==> config.mk <==
export PLATFORM = sky130hd
export DESIGN_NAME = scoreboard
export DESIGN_NICKNAME = d
export VERILOG_FILES = /design/src/design/sb_pkg.sv /design/src/design/scoreboard.sv /design/src/design/sb_operand_fwd.sv /design/src/design/sb_clobber.sv /design/src/design/sb_entry_store.sv /design/src/design/sb_prio_sel.sv
export SDC_FILE = /design/constraint.sdc
export NUM_CORES = 2
export LEC_CHECK = 0
export BUFFER_PORTS_ARGS = -buffer_cell sky130_fd_sc_hd__buf_2
export CORE_ASPECT_RATIO = 1.25
export CORE_MARGIN = 5
export CORE_UTILIZATION = 30
export CTS_BUF_LIST = sky130_fd_sc_hd__clkbuf_2 sky130_fd_sc_hd__clkbuf_4 sky130_fd_sc_hd__clkbuf_8
export DETAILED_ROUTE_END_ITERATION = 8
export PLACE_DENSITY = 0.55
export REMOVE_ABC_BUFFERS = 1
export SYNTH_ARGS = -nofsm -noshare
export SYNTH_HDL_FRONTEND = slang
export SYNTH_SLANG_ARGS = --single-unit
==> constraint.sdc <==
create_clock -name clk_i -period 8 [get_ports clk_i]
set_clock_uncertainty 0.1 [all_clocks]
set_input_delay 1.2 -clock clk_i [delete_from_list [all_inputs] [get_ports clk_i]]
set_output_delay 1.2 -clock clk_i [all_outputs]
set_load 0.02 [all_outputs]
==> src/design/sb_pkg.sv <==
// --------------------------------------------------
// scoreboard package
// sizes of the buffer, register file and data path,
// the functional-unit encoding, and the entry,
// write-back and operand structs
// --------------------------------------------------

package sb_pkg;

  // --------------------------------------------------
  // sizes
  // --------------------------------------------------
  // must stay a power of two, the full flag is the count msb
  localparam int unsigned NR_ENTRIES  = 8;
  localparam int unsigned TRANS_ID_W  = $clog2(NR_ENTRIES);

  localparam int unsigned REG_ADDR_W  = 5;
  localparam int unsigned NR_REGS     = 2 ** REG_ADDR_W;
  localparam int unsigned XLEN        = 32;

  // result ports coming back from the functional units
  localparam int unsigned NR_WB_PORTS = 2;

  // --------------------------------------------------
  // functional units
  // --------------------------------------------------
  // NONE must stay zero, an idle selector reads as NONE
  typedef enum logic [2:0] {
    NONE  = 3'd0,
    ALU   = 3'd1,
    LOAD  = 3'd2,
    STORE = 3'd3,
    MULT  = 3'd4,
    CSR   = 3'd5
  } fu_t;

  // --------------------------------------------------
  // structs
  // --------------------------------------------------
  // one in-flight instruction, 78 bits
  typedef struct packed {
    logic [XLEN-1:0]       pc;
    fu_t                   fu;
    logic [REG_ADDR_W-1:0] rd;
    logic [XLEN-1:0]       result;
    // result is present
    logic                  valid;
    logic                  ex_valid;
    logic [TRANS_ID_W-1:0] trans_id;
    // slot is occupied
    logic                  issued;
  } sb_entry_t;

  // one write-back port, a single-cycle pulse
  typedef struct packed {
    logic                  valid;
    logic [TRANS_ID_W-1:0] trans_id;
    logic [XLEN-1:0]       data;
    logic                  ex_valid;
  } wb_t;

  // forwarded operand for one read port
  typedef struct packed {
    logic            valid;
    logic [XLEN-1:0] data;
  } operand_t;

endpackage
==> src/design/scoreboard.sv <==
// --------------------------------------------------
// scoreboard top level
// entry store, integer clobber search and
// forwarding for the two read ports
// --------------------------------------------------

`timescale 1ns/1ps

module scoreboard (
  input  logic                                          clk_i,
  input  logic                                          rst_ni,
  input  logic                                          flush_i,
  input  logic                                          flush_unissued_instr_i,
  input  logic                                          unresolved_branch_i,
  // decode side
  input  sb_pkg::sb_entry_t                             decoded_instr_i,
  input  logic                                          decoded_instr_valid_i,
  output logic                                          decoded_instr_ack_o,
  // issue side
  output sb_pkg::sb_entry_t                             issue_instr_o,
  output logic                                          issue_instr_valid_o,
  input  logic                                          issue_ack_i,
  // results from the functional units
  input  sb_pkg::wb_t       [sb_pkg::NR_WB_PORTS-1:0]   wb_i,
  // commit side
  output sb_pkg::sb_entry_t                             commit_instr_o,
  input  logic                                          commit_ack_i,
  output logic                                          sb_full_o,
  // to the issue stage
  output sb_pkg::fu_t       [sb_pkg::NR_REGS-1:0]       rd_clobber_o,
  input  logic              [sb_pkg::REG_ADDR_W-1:0]    rs1_i,
  input  logic              [sb_pkg::REG_ADDR_W-1:0]    rs2_i,
  output sb_pkg::operand_t                              rs1_o,
  output sb_pkg::operand_t                              rs2_o
);

  import sb_pkg::*;

  sb_entry_t [NR_ENTRIES-1:0] entries;

  sb_entry_store i_store (
    .clk_i                 (clk_i),
    .rst_ni                (rst_ni),
    .flush_i               (flush_i),
    .flush_unissued_instr_i(flush_unissued_instr_i),
    .unresolved_branch_i   (unresolved_branch_i),
    .decoded_instr_i       (decoded_instr_i),
    .decoded_instr_valid_i (decoded_instr_valid_i),
    .decoded_instr_ack_o   (decoded_instr_ack_o),
    .issue_instr_o         (issue_instr_o),
    .issue_instr_valid_o   (issue_instr_valid_o),
    .issue_ack_i           (issue_ack_i),
    .wb_i                  (wb_i),
    .commit_instr_o        (commit_instr_o),
    .commit_ack_i          (commit_ack_i),
    .sb_full_o             (sb_full_o),
    .entries_o             (entries)
  );

  sb_clobber i_clobber (
    .entries_i   (entries),
    .rd_clobber_o(rd_clobber_o)
  );

  // ---- read ports ----
  sb_operand_fwd i_fwd_rs1 (
    .rs_i     (rs1_i),
    .wb_i     (wb_i),
    .entries_i(entries),
    .operand_o(rs1_o)
  );

  sb_operand_fwd i_fwd_rs2 (
    .rs_i     (rs2_i),
    .wb_i     (wb_i),
    .entries_i(entries),
    .operand_o(rs2_o)
  );

endmodule

==> src/design/sb_operand_fwd.sv <==
// --------------------------------------------------
// operand forwarding, one read port
// write-back pulses first, then completed entries,
// never valid for x0
// --------------------------------------------------

`timescale 1ns/1ps

module sb_operand_fwd (
  input  logic              [sb_pkg::REG_ADDR_W-1:0]  rs_i,
  input  sb_pkg::wb_t       [sb_pkg::NR_WB_PORTS-1:0] wb_i,
  input  sb_pkg::sb_entry_t [sb_pkg::NR_ENTRIES-1:0]  entries_i,
  output sb_pkg::operand_t                            operand_o
);

  import sb_pkg::*;

  localparam int unsigned NR_SRC = NR_WB_PORTS + NR_ENTRIES;

  logic [NR_SRC-1:0]                fwd_req;
  logic [NR_SRC-1:0][XLEN-1:0]      fwd_data;
  logic                             sel_valid;
  logic [XLEN-1:0]                  sel_data;

  // ---- write-back ports, the freshest values ----
  for (genvar k = 0; k < NR_WB_PORTS; k++) begin : gen_wb_src
    assign fwd_req[k] = wb_i[k].valid & ~wb_i[k].ex_valid &
                        (entries_i[wb_i[k].trans_id].rd == rs_i);
    assign fwd_data[k] = wb_i[k].data;
  end

  // ---- stored results ----
  for (genvar e = 0; e < NR_ENTRIES; e++) begin : gen_entry_src
    assign fwd_req[NR_WB_PORTS+e] = entries_i[e].issued & entries_i[e].valid &
                                    (entries_i[e].rd == rs_i);
    assign fwd_data[NR_WB_PORTS+e] = entries_i[e].result;
  end

  sb_prio_sel #(
    .NUM_IN   (NR_SRC),
    .payload_t(logic [XLEN-1:0])
  ) i_sel (
    .req_i  (fwd_req),
    .data_i (fwd_data),
    .valid_o(sel_valid),
    .data_o (sel_data)
  );

  // x0 reads come from the register file
  assign operand_o.valid = sel_valid & (|rs_i);
  assign operand_o.data  = sel_data;

endmodule

==> src/design/sb_clobber.sv <==
// --------------------------------------------------
// destination clobber search
// per integer register, the functional unit of the
// lowest-index issued entry that will write it
// --------------------------------------------------

`timescale 1ns/1ps

module sb_clobber (
  input  sb_pkg::sb_entry_t [sb_pkg::NR_ENTRIES-1:0] entries_i,
  output sb_pkg::fu_t       [sb_pkg::NR_REGS-1:0]    rd_clobber_o
);

  import sb_pkg::*;

  // one request per entry plus the NONE default on top
  logic [NR_REGS-1:0][NR_ENTRIES:0] clobber_req;
  fu_t  [NR_ENTRIES:0]              clobber_fu;

  always_comb begin
    clobber_req = '0;
    clobber_fu[NR_ENTRIES] = NONE;
    for (int e = 0; e < NR_ENTRIES; e++) begin
      clobber_fu[e] = entries_i[e].fu;
    end
    // x0 is never clobbered, so its row stays empty
    for (int r = 1; r < NR_REGS; r++) begin
      clobber_req[r][NR_ENTRIES] = 1'b1;
      for (int e = 0; e < NR_ENTRIES; e++) begin
        clobber_req[r][e] = entries_i[e].issued && (entries_i[e].rd == REG_ADDR_W'(r));
      end
    end
  end

  for (genvar r = 0; r < NR_REGS; r++) begin : gen_reg
    sb_prio_sel #(
      .NUM_IN   (NR_ENTRIES + 1),
      .payload_t(fu_t)
    ) i_sel (
      .req_i  (clobber_req[r]),
      .data_i (clobber_fu),
      .valid_o(),
      .data_o (rd_clobber_o[r])
    );
  end

  always_comb begin
    assert (rd_clobber_o[0] == NONE)
    else $error("x0 reported as clobbered");
  end

endmodule

==> src/design/sb_entry_store.sv <==
// --------------------------------------------------
// scoreboard entry store
// circular buffer of in-flight instructions with
// issue and commit pointers and an occupancy count,
// issue/commit handshakes, write-back, completion of
// NONE entries and flush
// --------------------------------------------------

`timescale 1ns/1ps

module sb_entry_store (
  input  logic                                          clk_i,
  input  logic                                          rst_ni,
  input  logic                                          flush_i,
  input  logic                                          flush_unissued_instr_i,
  input  logic                                          unresolved_branch_i,
  input  sb_pkg::sb_entry_t                             decoded_instr_i,
  input  logic                                          decoded_instr_valid_i,
  output logic                                          decoded_instr_ack_o,
  output sb_pkg::sb_entry_t                             issue_instr_o,
  output logic                                          issue_instr_valid_o,
  input  logic                                          issue_ack_i,
  input  sb_pkg::wb_t       [sb_pkg::NR_WB_PORTS-1:0]   wb_i,
  output sb_pkg::sb_entry_t                             commit_instr_o,
  input  logic                                          commit_ack_i,
  output logic                                          sb_full_o,
  output sb_pkg::sb_entry_t [sb_pkg::NR_ENTRIES-1:0]    entries_o
);

  import sb_pkg::*;

  sb_entry_t [NR_ENTRIES-1:0] mem_q, mem_n;

  logic [TRANS_ID_W-1:0] issue_ptr_q, issue_ptr_n;
  logic [TRANS_ID_W-1:0] commit_ptr_q, commit_ptr_n;
  // one bit wider than the pointers
  logic [TRANS_ID_W:0]   cnt_q, cnt_n;
  logic                  full;
  logic                  issue_en;

  assign full      = cnt_q[TRANS_ID_W];
  assign sb_full_o = full;
  assign entries_o = mem_q;

  // --------------------------------------------------
  // issue and commit ports
  // --------------------------------------------------
  always_comb begin
    issue_instr_o          = decoded_instr_i;
    issue_instr_o.trans_id = issue_ptr_q;
    issue_instr_valid_o    = decoded_instr_valid_i & ~unresolved_branch_i & ~full;
    decoded_instr_ack_o    = issue_ack_i & ~full;
  end

  always_comb begin
    commit_instr_o          = mem_q[commit_ptr_q];
    commit_instr_o.trans_id = commit_ptr_q;
  end

  assign issue_en = decoded_instr_valid_i & decoded_instr_ack_o & ~flush_unissued_instr_i;

  // --------------------------------------------------
  // next buffer state where later updates take precedence
  // --------------------------------------------------
  always_comb begin
    mem_n = mem_q;

    if (issue_en) begin
      mem_n[issue_ptr_q]          = decoded_instr_i;
      mem_n[issue_ptr_q].trans_id = issue_ptr_q;
      mem_n[issue_ptr_q].valid    = 1'b0;
      mem_n[issue_ptr_q].ex_valid = 1'b0;
      mem_n[issue_ptr_q].issued   = 1'b1;
    end

    // nothing to wait for on a NONE entry
    for (int e = 0; e < NR_ENTRIES; e++) begin
      if (mem_q[e].issued && mem_q[e].fu == NONE) begin
        mem_n[e].valid = 1'b1;
      end
    end

    // late results after a flush land on free slots and are dropped
    for (int k = 0; k < NR_WB_PORTS; k++) begin
      if (wb_i[k].valid && mem_q[wb_i[k].trans_id].issued) begin
        mem_n[wb_i[k].trans_id].valid    = 1'b1;
        mem_n[wb_i[k].trans_id].result   = wb_i[k].data;
        mem_n[wb_i[k].trans_id].ex_valid = wb_i[k].ex_valid;
      end
    end

    if (commit_ack_i) begin
      mem_n[commit_ptr_q].issued = 1'b0;
      mem_n[commit_ptr_q].valid  = 1'b0;
    end

    if (flush_i) begin
      for (int e = 0; e < NR_ENTRIES; e++) begin
        mem_n[e].issued   = 1'b0;
        mem_n[e].valid    = 1'b0;
        mem_n[e].ex_valid = 1'b0;
      end
    end
  end

  // pointers and count
  assign issue_ptr_n  = flush_i ? '0 : issue_ptr_q + TRANS_ID_W'(issue_en);
  assign commit_ptr_n = flush_i ? '0 : commit_ptr_q + TRANS_ID_W'(commit_ack_i);
  assign cnt_n        = flush_i ? '0 :
                        cnt_q - (TRANS_ID_W + 1)'(commit_ack_i) + (TRANS_ID_W + 1)'(issue_en);

  always_ff @(posedge clk_i or negedge rst_ni) begin
    if (!rst_ni) begin
      mem_q        <= '0;
      issue_ptr_q  <= '0;
      commit_ptr_q <= '0;
      cnt_q        <= '0;
    end else begin
      mem_q        <= mem_n;
      issue_ptr_q  <= issue_ptr_n;
      commit_ptr_q <= commit_ptr_n;
      cnt_q        <= cnt_n;
    end
  end

  // --------------------------------------------------
  // checks
  // --------------------------------------------------
  initial begin
    assert (NR_ENTRIES == 2 ** TRANS_ID_W && (NR_ENTRIES & (NR_ENTRIES - 1)) == 0)
    else $fatal(1, "scoreboard size must be a power of two");
  end

  a_issue_ack_valid: assert property (
    @(posedge clk_i) disable iff (!rst_ni) issue_ack_i |-> issue_instr_valid_o
  ) else $error("issue ack without a valid instruction");

  a_commit_ack_valid: assert property (
    @(posedge clk_i) disable iff (!rst_ni) commit_ack_i |-> commit_instr_o.valid
  ) else $error("commit ack on an entry without a result");

  // two units never finish the same transaction in one cycle
  for (genvar i = 0; i < NR_WB_PORTS; i++) begin : gen_wb_chk_i
    for (genvar j = i + 1; j < NR_WB_PORTS; j++) begin : gen_wb_chk_j
      a_wb_unique_id: assert property (
        @(posedge clk_i) disable iff (!rst_ni)
        (wb_i[i].valid && wb_i[j].valid) |-> (wb_i[i].trans_id != wb_i[j].trans_id)
      ) else $error("write-back ports %0d and %0d share a trans_id", i, j);
    end
  end

endmodule

==> src/design/sb_prio_sel.sv <==
// --------------------------------------------------
// fixed-priority selector
// passes the payload of the lowest-index request,
// zero and valid low when nothing is requested
// --------------------------------------------------

`timescale 1ns/1ps

module sb_prio_sel #(
  parameter int unsigned NUM_IN = 4,
  parameter type payload_t = logic
) (
  input  logic     [NUM_IN-1:0] req_i,
  input  payload_t [NUM_IN-1:0] data_i,
  output logic                  valid_o,
  output payload_t              data_o
);

  // walk from the top down so the lowest index is the last to win
  always_comb begin
    valid_o = 1'b0;
    data_o  = payload_t'(0);
    for (int i = NUM_IN - 1; i >= 0; i--) begin
      if (req_i[i]) begin
        valid_o = 1'b1;
        data_o  = data_i[i];
      end
    end
  end

endmodule

* Word level (Yosys, flattened, before mapping)
Index checks and enable logic that the tools add are counted.
Word-level totals: bits of input ports 170, register bits 634, logic and storage cells 1025, output and inout bits 321
Cells by class: add/subtract/negate cells 4, reduce and logical (&&, ||, !) cells 272, bitwise operators 42, mux-type cells 364, eq/ne operators 268, magnitude comparators 8
Operator list (number):
- $bwmux W624 | 13
- $demux W78 S3 | 13
- $mux W624 | 4
- $mux W3 | 250
- $bmux W78 S3 | 3
- $eq A5 B5 Y1 const B | 128
- $mux W32 | 20
- $eq A5 B4 Y1 const B | 64
- $logic_and A1 B1 Y1 | 262
- $eq A5 B3 Y1 const B | 32
- $mux W78 | 2
- $eq A5 B5 Y1 | 20
- $mux W43 | 2
- $eq A5 B2 Y1 const B | 16
- $mux W38 | 2
- $eq A5 B1 Y1 const B | 8
- $mux W1 | 38
- $and A1 B1 Y1 | 37
- $logic_not A3 Y1 | 8
- $mux W6 | 4
- $lt A3 B4 Y1 const B | 4
- $mux W2 | 8
- $mux W5 | 3
- $ge A3 B1 Y1 const B | 4
- other kinds (6) | 13

* Logic depth before layout (Yosys ltp)
word-level depth 23, depth in mapped cells 12, depth with buffers taken out 8

* Modules after synthesis
Synthesis repeated with hierarchy kept, for this count alone.
Unflattened totals: cells, all modules 6790, area, all modules 54468.5 µm²
Modules (own cells, without submodules):
- sb_entry_store | times used 1, area an instance 34807.1 µm², cells each 3870, sequential area each 15865.2 µm²
- sb_prio_sel (i_clobber.gen_reg[0].i_sel ...) | times used 32, area an instance 317.8 µm², cells each 48, sequential area each 0.0 µm²
- sb_prio_sel (i_fwd_rs1.i_sel ...) | times used 2, area an instance 2483.6 µm², cells each 354, sequential area each 0.0 µm²
- sb_operand_fwd | times used 2, area an instance 1352.5 µm², cells each 153, sequential area each 0.0 µm²
- sb_clobber | times used 1, area an instance 1819.2 µm², cells each 370, sequential area each 0.0 µm²

* Least setup slack after synthesis
Ideal clock, no wire load.
path type input -> output, start point input port wb_i[33] (netlist name), end point output port rs1_o[26] (netlist name), data arrival time 3972 ps, data required time 6700 ps, path slack 2728 ps, buffers on the path 4, stages on the path 11, cell sequence buf_2 > buf_4 > mux4_2 > mux2i_1 > xnor2_1 > or4_1 > nor3_1 > buf_4 > nor2_2 > buf_2 > a221oi_1
RTL lines:
- start: declaration | line scoreboard.sv:24 | input sb_pkg::wb_t [sb_pkg::NR_WB_PORTS-1:0] wb_i,
- end: declaration | line scoreboard.sv:33 | output sb_pkg::operand_t rs1_o,

==> results.json <==
{
  "wl_per_cell_um": 28.92,
  "cp.arrival_ns": 5.60,
  "r2r-end": "i_store.entries_o[4]",
  "cp-start-kind": "input pin",
  "clkPwrFrac": 0.354,
  "area.sequential_sq_um": 15280,
  "worst_setup_path_end_kind": "primary output",
  "die_h_um": 460.9,
  "r2r-start": "i_store.entries_o[546]",
  "die_x_um": 370.7,
  "ant_nets": 0,
  "gp_congestion": 0.9960,
  "fmax_mhz": 144.8,
  "r2r_cells": 8,
  "portBuffers": 478,
  "cts_buffer_depth": 3,
  "yosysWarnings": 0,
  "rrSetupSlack_ns": 4.21,
  "vias": 48780,
  "fillers": 16760,
  "cts_tree": "built",
  "irDropWorstVdd_v": 0.0001395,
  "dieArea_sq_um": 170900,
  "finalMaxSlewViolations": 0,
  "rows": 165,
  "period_needed_ns": 6.905,
  "post_cts_resized": 0,
  "relSlewSlack": 0.1063,
  "clock_sink_count": 610,
  "first_pass_iters": 8,
  "p_switching_mw": 3.493,
  "synth_edf_count": 0,
  "drive_gt1_frac": 0.2628,
  "ys_seq_elements": 610,
  "initial_core_util": 0.3015,
  "place.detailed.hpwl_um": 145100,
  "crit_fanout": 34,
  "tightest_slew_ns": 1.322,
  "worstSetupPathType": "input pin to primary output",
  "finalSetupViolCount": 0,
  "setup_slack_ns": 1.095,
  "comb_power_share": 0.242,
  "run_status": "finished clean",
  "synth_area_sq_um": 48790,
  "synth_top_flop_cell": "dfrtp_1",
  "clk_pin_slew_ns": 0.06,
  "avgSynthCellArea_sq_um": 8.684,
  "crit_path_frequent_cell": "buf_2",
  "drc": 0,
  "numCtsBuffers": 112,
  "post_cts_buffers": 0,
  "internal_power_mw": 6.495,
  "synthArstFlopShare": 1.000,
  "p_leak_nw": 24.35,
  "drt_iter0_drc": 6913,
  "powerDensity_nw_per_um2": 182.6,
  "multi_input_area_sq_um": 30640,
  "grt_pass1_wl_um": 326100,
  "first_global_vias": 46050,
  "wl_um": 228500,
  "drv_cap": 0,
  "seqPwrFrac": 0.404,
  "cts_root_buf": "clkbuf_8",
  "rsz0062_at_grt": "no",
  "grt_max_degree": 176,
  "ctsHtreeMaxLevel": 3,
  "cp_cell_sequence": "buf_2 > mux2_1 > mux4_2 > or3_1 > a221o_1 > a211oi_4 > nand2b_1 > buf_4 > o211ai_1 > buf_2",
  "vias_per_cell": 6.174,
  "fin_crit_sh": 0.8631,
  "critical-path-slowest-cell": "a221o_1",
  "antenna_found_initial": 36,
  "ioPinCount": 491,
  "hold_viol": 0,
  "synth.distinct_cells": 77,
  "fin_nets": 5793,
  "core_area_sq_um": 161900,
  "ys_seq_area_frac": 0.3128,
  "slowest_delay_ns": 0.69,
  "dp_slack_ns": 1.300,
  "area_growth_pct": 12.13,
  "clock_latency_ns": 0.83,
  "grt.overflow.total": 0,
  "critPathRequiredTime_ns": 6.70,
  "synthCells": 5619,
  "total_power_mw": 9.988,
  "track_usage": 0.2551,
  "hold_class": "input pin to asynchronous set/reset pin",
  "hold_buffers": 0,
  "switching_share": 0.3497
}
## metrics by stage
| step | instance area [sq um] | hold WS [ns] | util | std cells | setup TNS, ns |
|---|---|---|---|---|---|
| finish | 54710 | 0.2674 | 0.3380 | 7901 | 0 |
| global route | 54660 | 0.2842 | 0.3377 | 7878 | 0 |
| CTS | 54650 | 0.2333 | 0.3376 | 7875 | 0 |
| detailed placement | 52050 | 0.3905 | 0.3216 | 7671 | 0 |
| global placement | 52050 | 0.3822 | 0.3216 | 7671 | 0 |
| floorplan | 45780 | 0.3743 | - | 4910 | -2.539 |
## layout make-up
class                   count  area share
inverters                  23    0.001578
repair buffers            590     0.06065
clock buffers             174     0.04011
clock inverters            30    0.007455
flip-flops and latches    610      0.2793
well taps                2171     0.04965
diodes                     26    0.001189
multi-input cells        4277      0.5600
## how the worst max path moves through the flow
stage / from / to / slack, ns / depth (start not counted)
CTS: wb_i[70] / rs2_o[30] / 1.29 / 10
finish: wb_i[70] / rs2_o[30] / 1.10 / 10
detailed placement: wb_i[70] / rs2_o[30] / 1.30 / 10
global placement: wb_i[70] / rs2_o[30] / 1.34 / 10
global route: wb_i[70] / rs2_o[30] / 1.08 / 10
floorplan: wb_i[33] / rs1_o[26] / -0.41 / 7
## power by group through the flow
| stage | clock, mW | sequential, mW | combinational, mW |
|---|---|---|---|
| final | 3.54 | 4.03 | 2.42 |
| after global routing | 3.77 | 4.08 | 2.60 |
| after CTS | 3.63 | 4.01 | 2.40 |
| after detailed placement | 0 | 4.07 | 2.39 |
| after global placement | 0 | 4.05 | 2.36 |
| after floorplan | 0 | 3.88 | 1.48 |
## layout by cell type (no fill, tap or decap), types with 16 or more instances in the layout
cell / instances
nor3b_1: 20
clkbuf_8: 142
xor2_1: 48
clkbuf_4: 32
diode_2: 26
a21oi_1: 223
nand4_1: 21
mux2i_1: 324
nor2b_1: 45
xnor2_1: 51
o211ai_1: 149
a211o_1: 16
o31ai_1: 43
nand2b_1: 24
and2_1: 22
nand2_1: 734
o311ai_0: 50
mux4_2: 156
dfrtp_1: 601
a31o_2: 40
buf_4: 106
nor4_1: 21
a221o_1: 57
a221oi_1: 58
nor2_1: 314
or3_1: 76
nand3_1: 216
o22ai_1: 100
o21ai_0: 620
mux2_2: 432
a211oi_1: 17
o221ai_1: 103
nor3_1: 67
inv_1: 23
buf_2: 477
## cell usage after synthesis, types with 43 or more instances
library cell	n	area, sq um
a21oi_1	224	1121
a221o_1	57	570.6
a221oi_1	59	516.8
buf_1	131	491.7
buf_4	81	608.1
clkbuf_1	467	1753
dfrtp_1	610	15260
mux2_2	432	4865
mux2i_1	324	3243
mux4_2	156	3513
nand2_1	745	2796
nand3_1	218	1091
nor2_1	316	1186
nor2b_1	45	281.5
nor3_1	73	365.4
o211ai_1	149	1119
o21ai_0	620	3103
o221ai_1	103	902.1
o22ai_1	100	625.6
o311ai_0	50	437.9
o31ai_1	43	322.8
or3_1	80	500.5
xnor2_1	51	446.7
xor2_1	48	420.4
## layer usage
layer | routed length, um | GRT usage | vias up | share of wire
met3 | 29270 | 0.07863 | 726 | 0.13
li1 | - | - | 20820 | -
met4 | 11950 | 0.1175 | 14 | 0.052
met1 | 91530 | 0.3422 | 23670 | 0.40
met5 | 103 | 0.0008611 | - | 0.00045
met2 | 95640 | 0.3758 | 3547 | 0.42
## logic make-up (layout without fill, tap and decap cells)
kind of cell | after synthesis | after routing | synth area share
compound gates | 1568 | 1568 | 0.2065
xor+xnor | 99 | 99 | 0.01777
fa+ha+maj | 9 | 9 | 0.002462
buf+inv | 734 | 817 | 0.06377
flops | 610 | 610 | 0.3128
mux | 913 | 913 | 0.2384
other cells | 1 | 29 | 0.00007686
simple gates | 1685 | 1685 | 0.1582
## critical path, delay by kind of cell
kind                   cells  cell delay, ns
buffers and inverters      3            1.22
multiplexers               2            0.89
AO/OA/AOI/OAI              3            1.40
AND/OR/NAND/NOR            2            0.84
No activity file was read; power rests on OpenSTA's default activity.
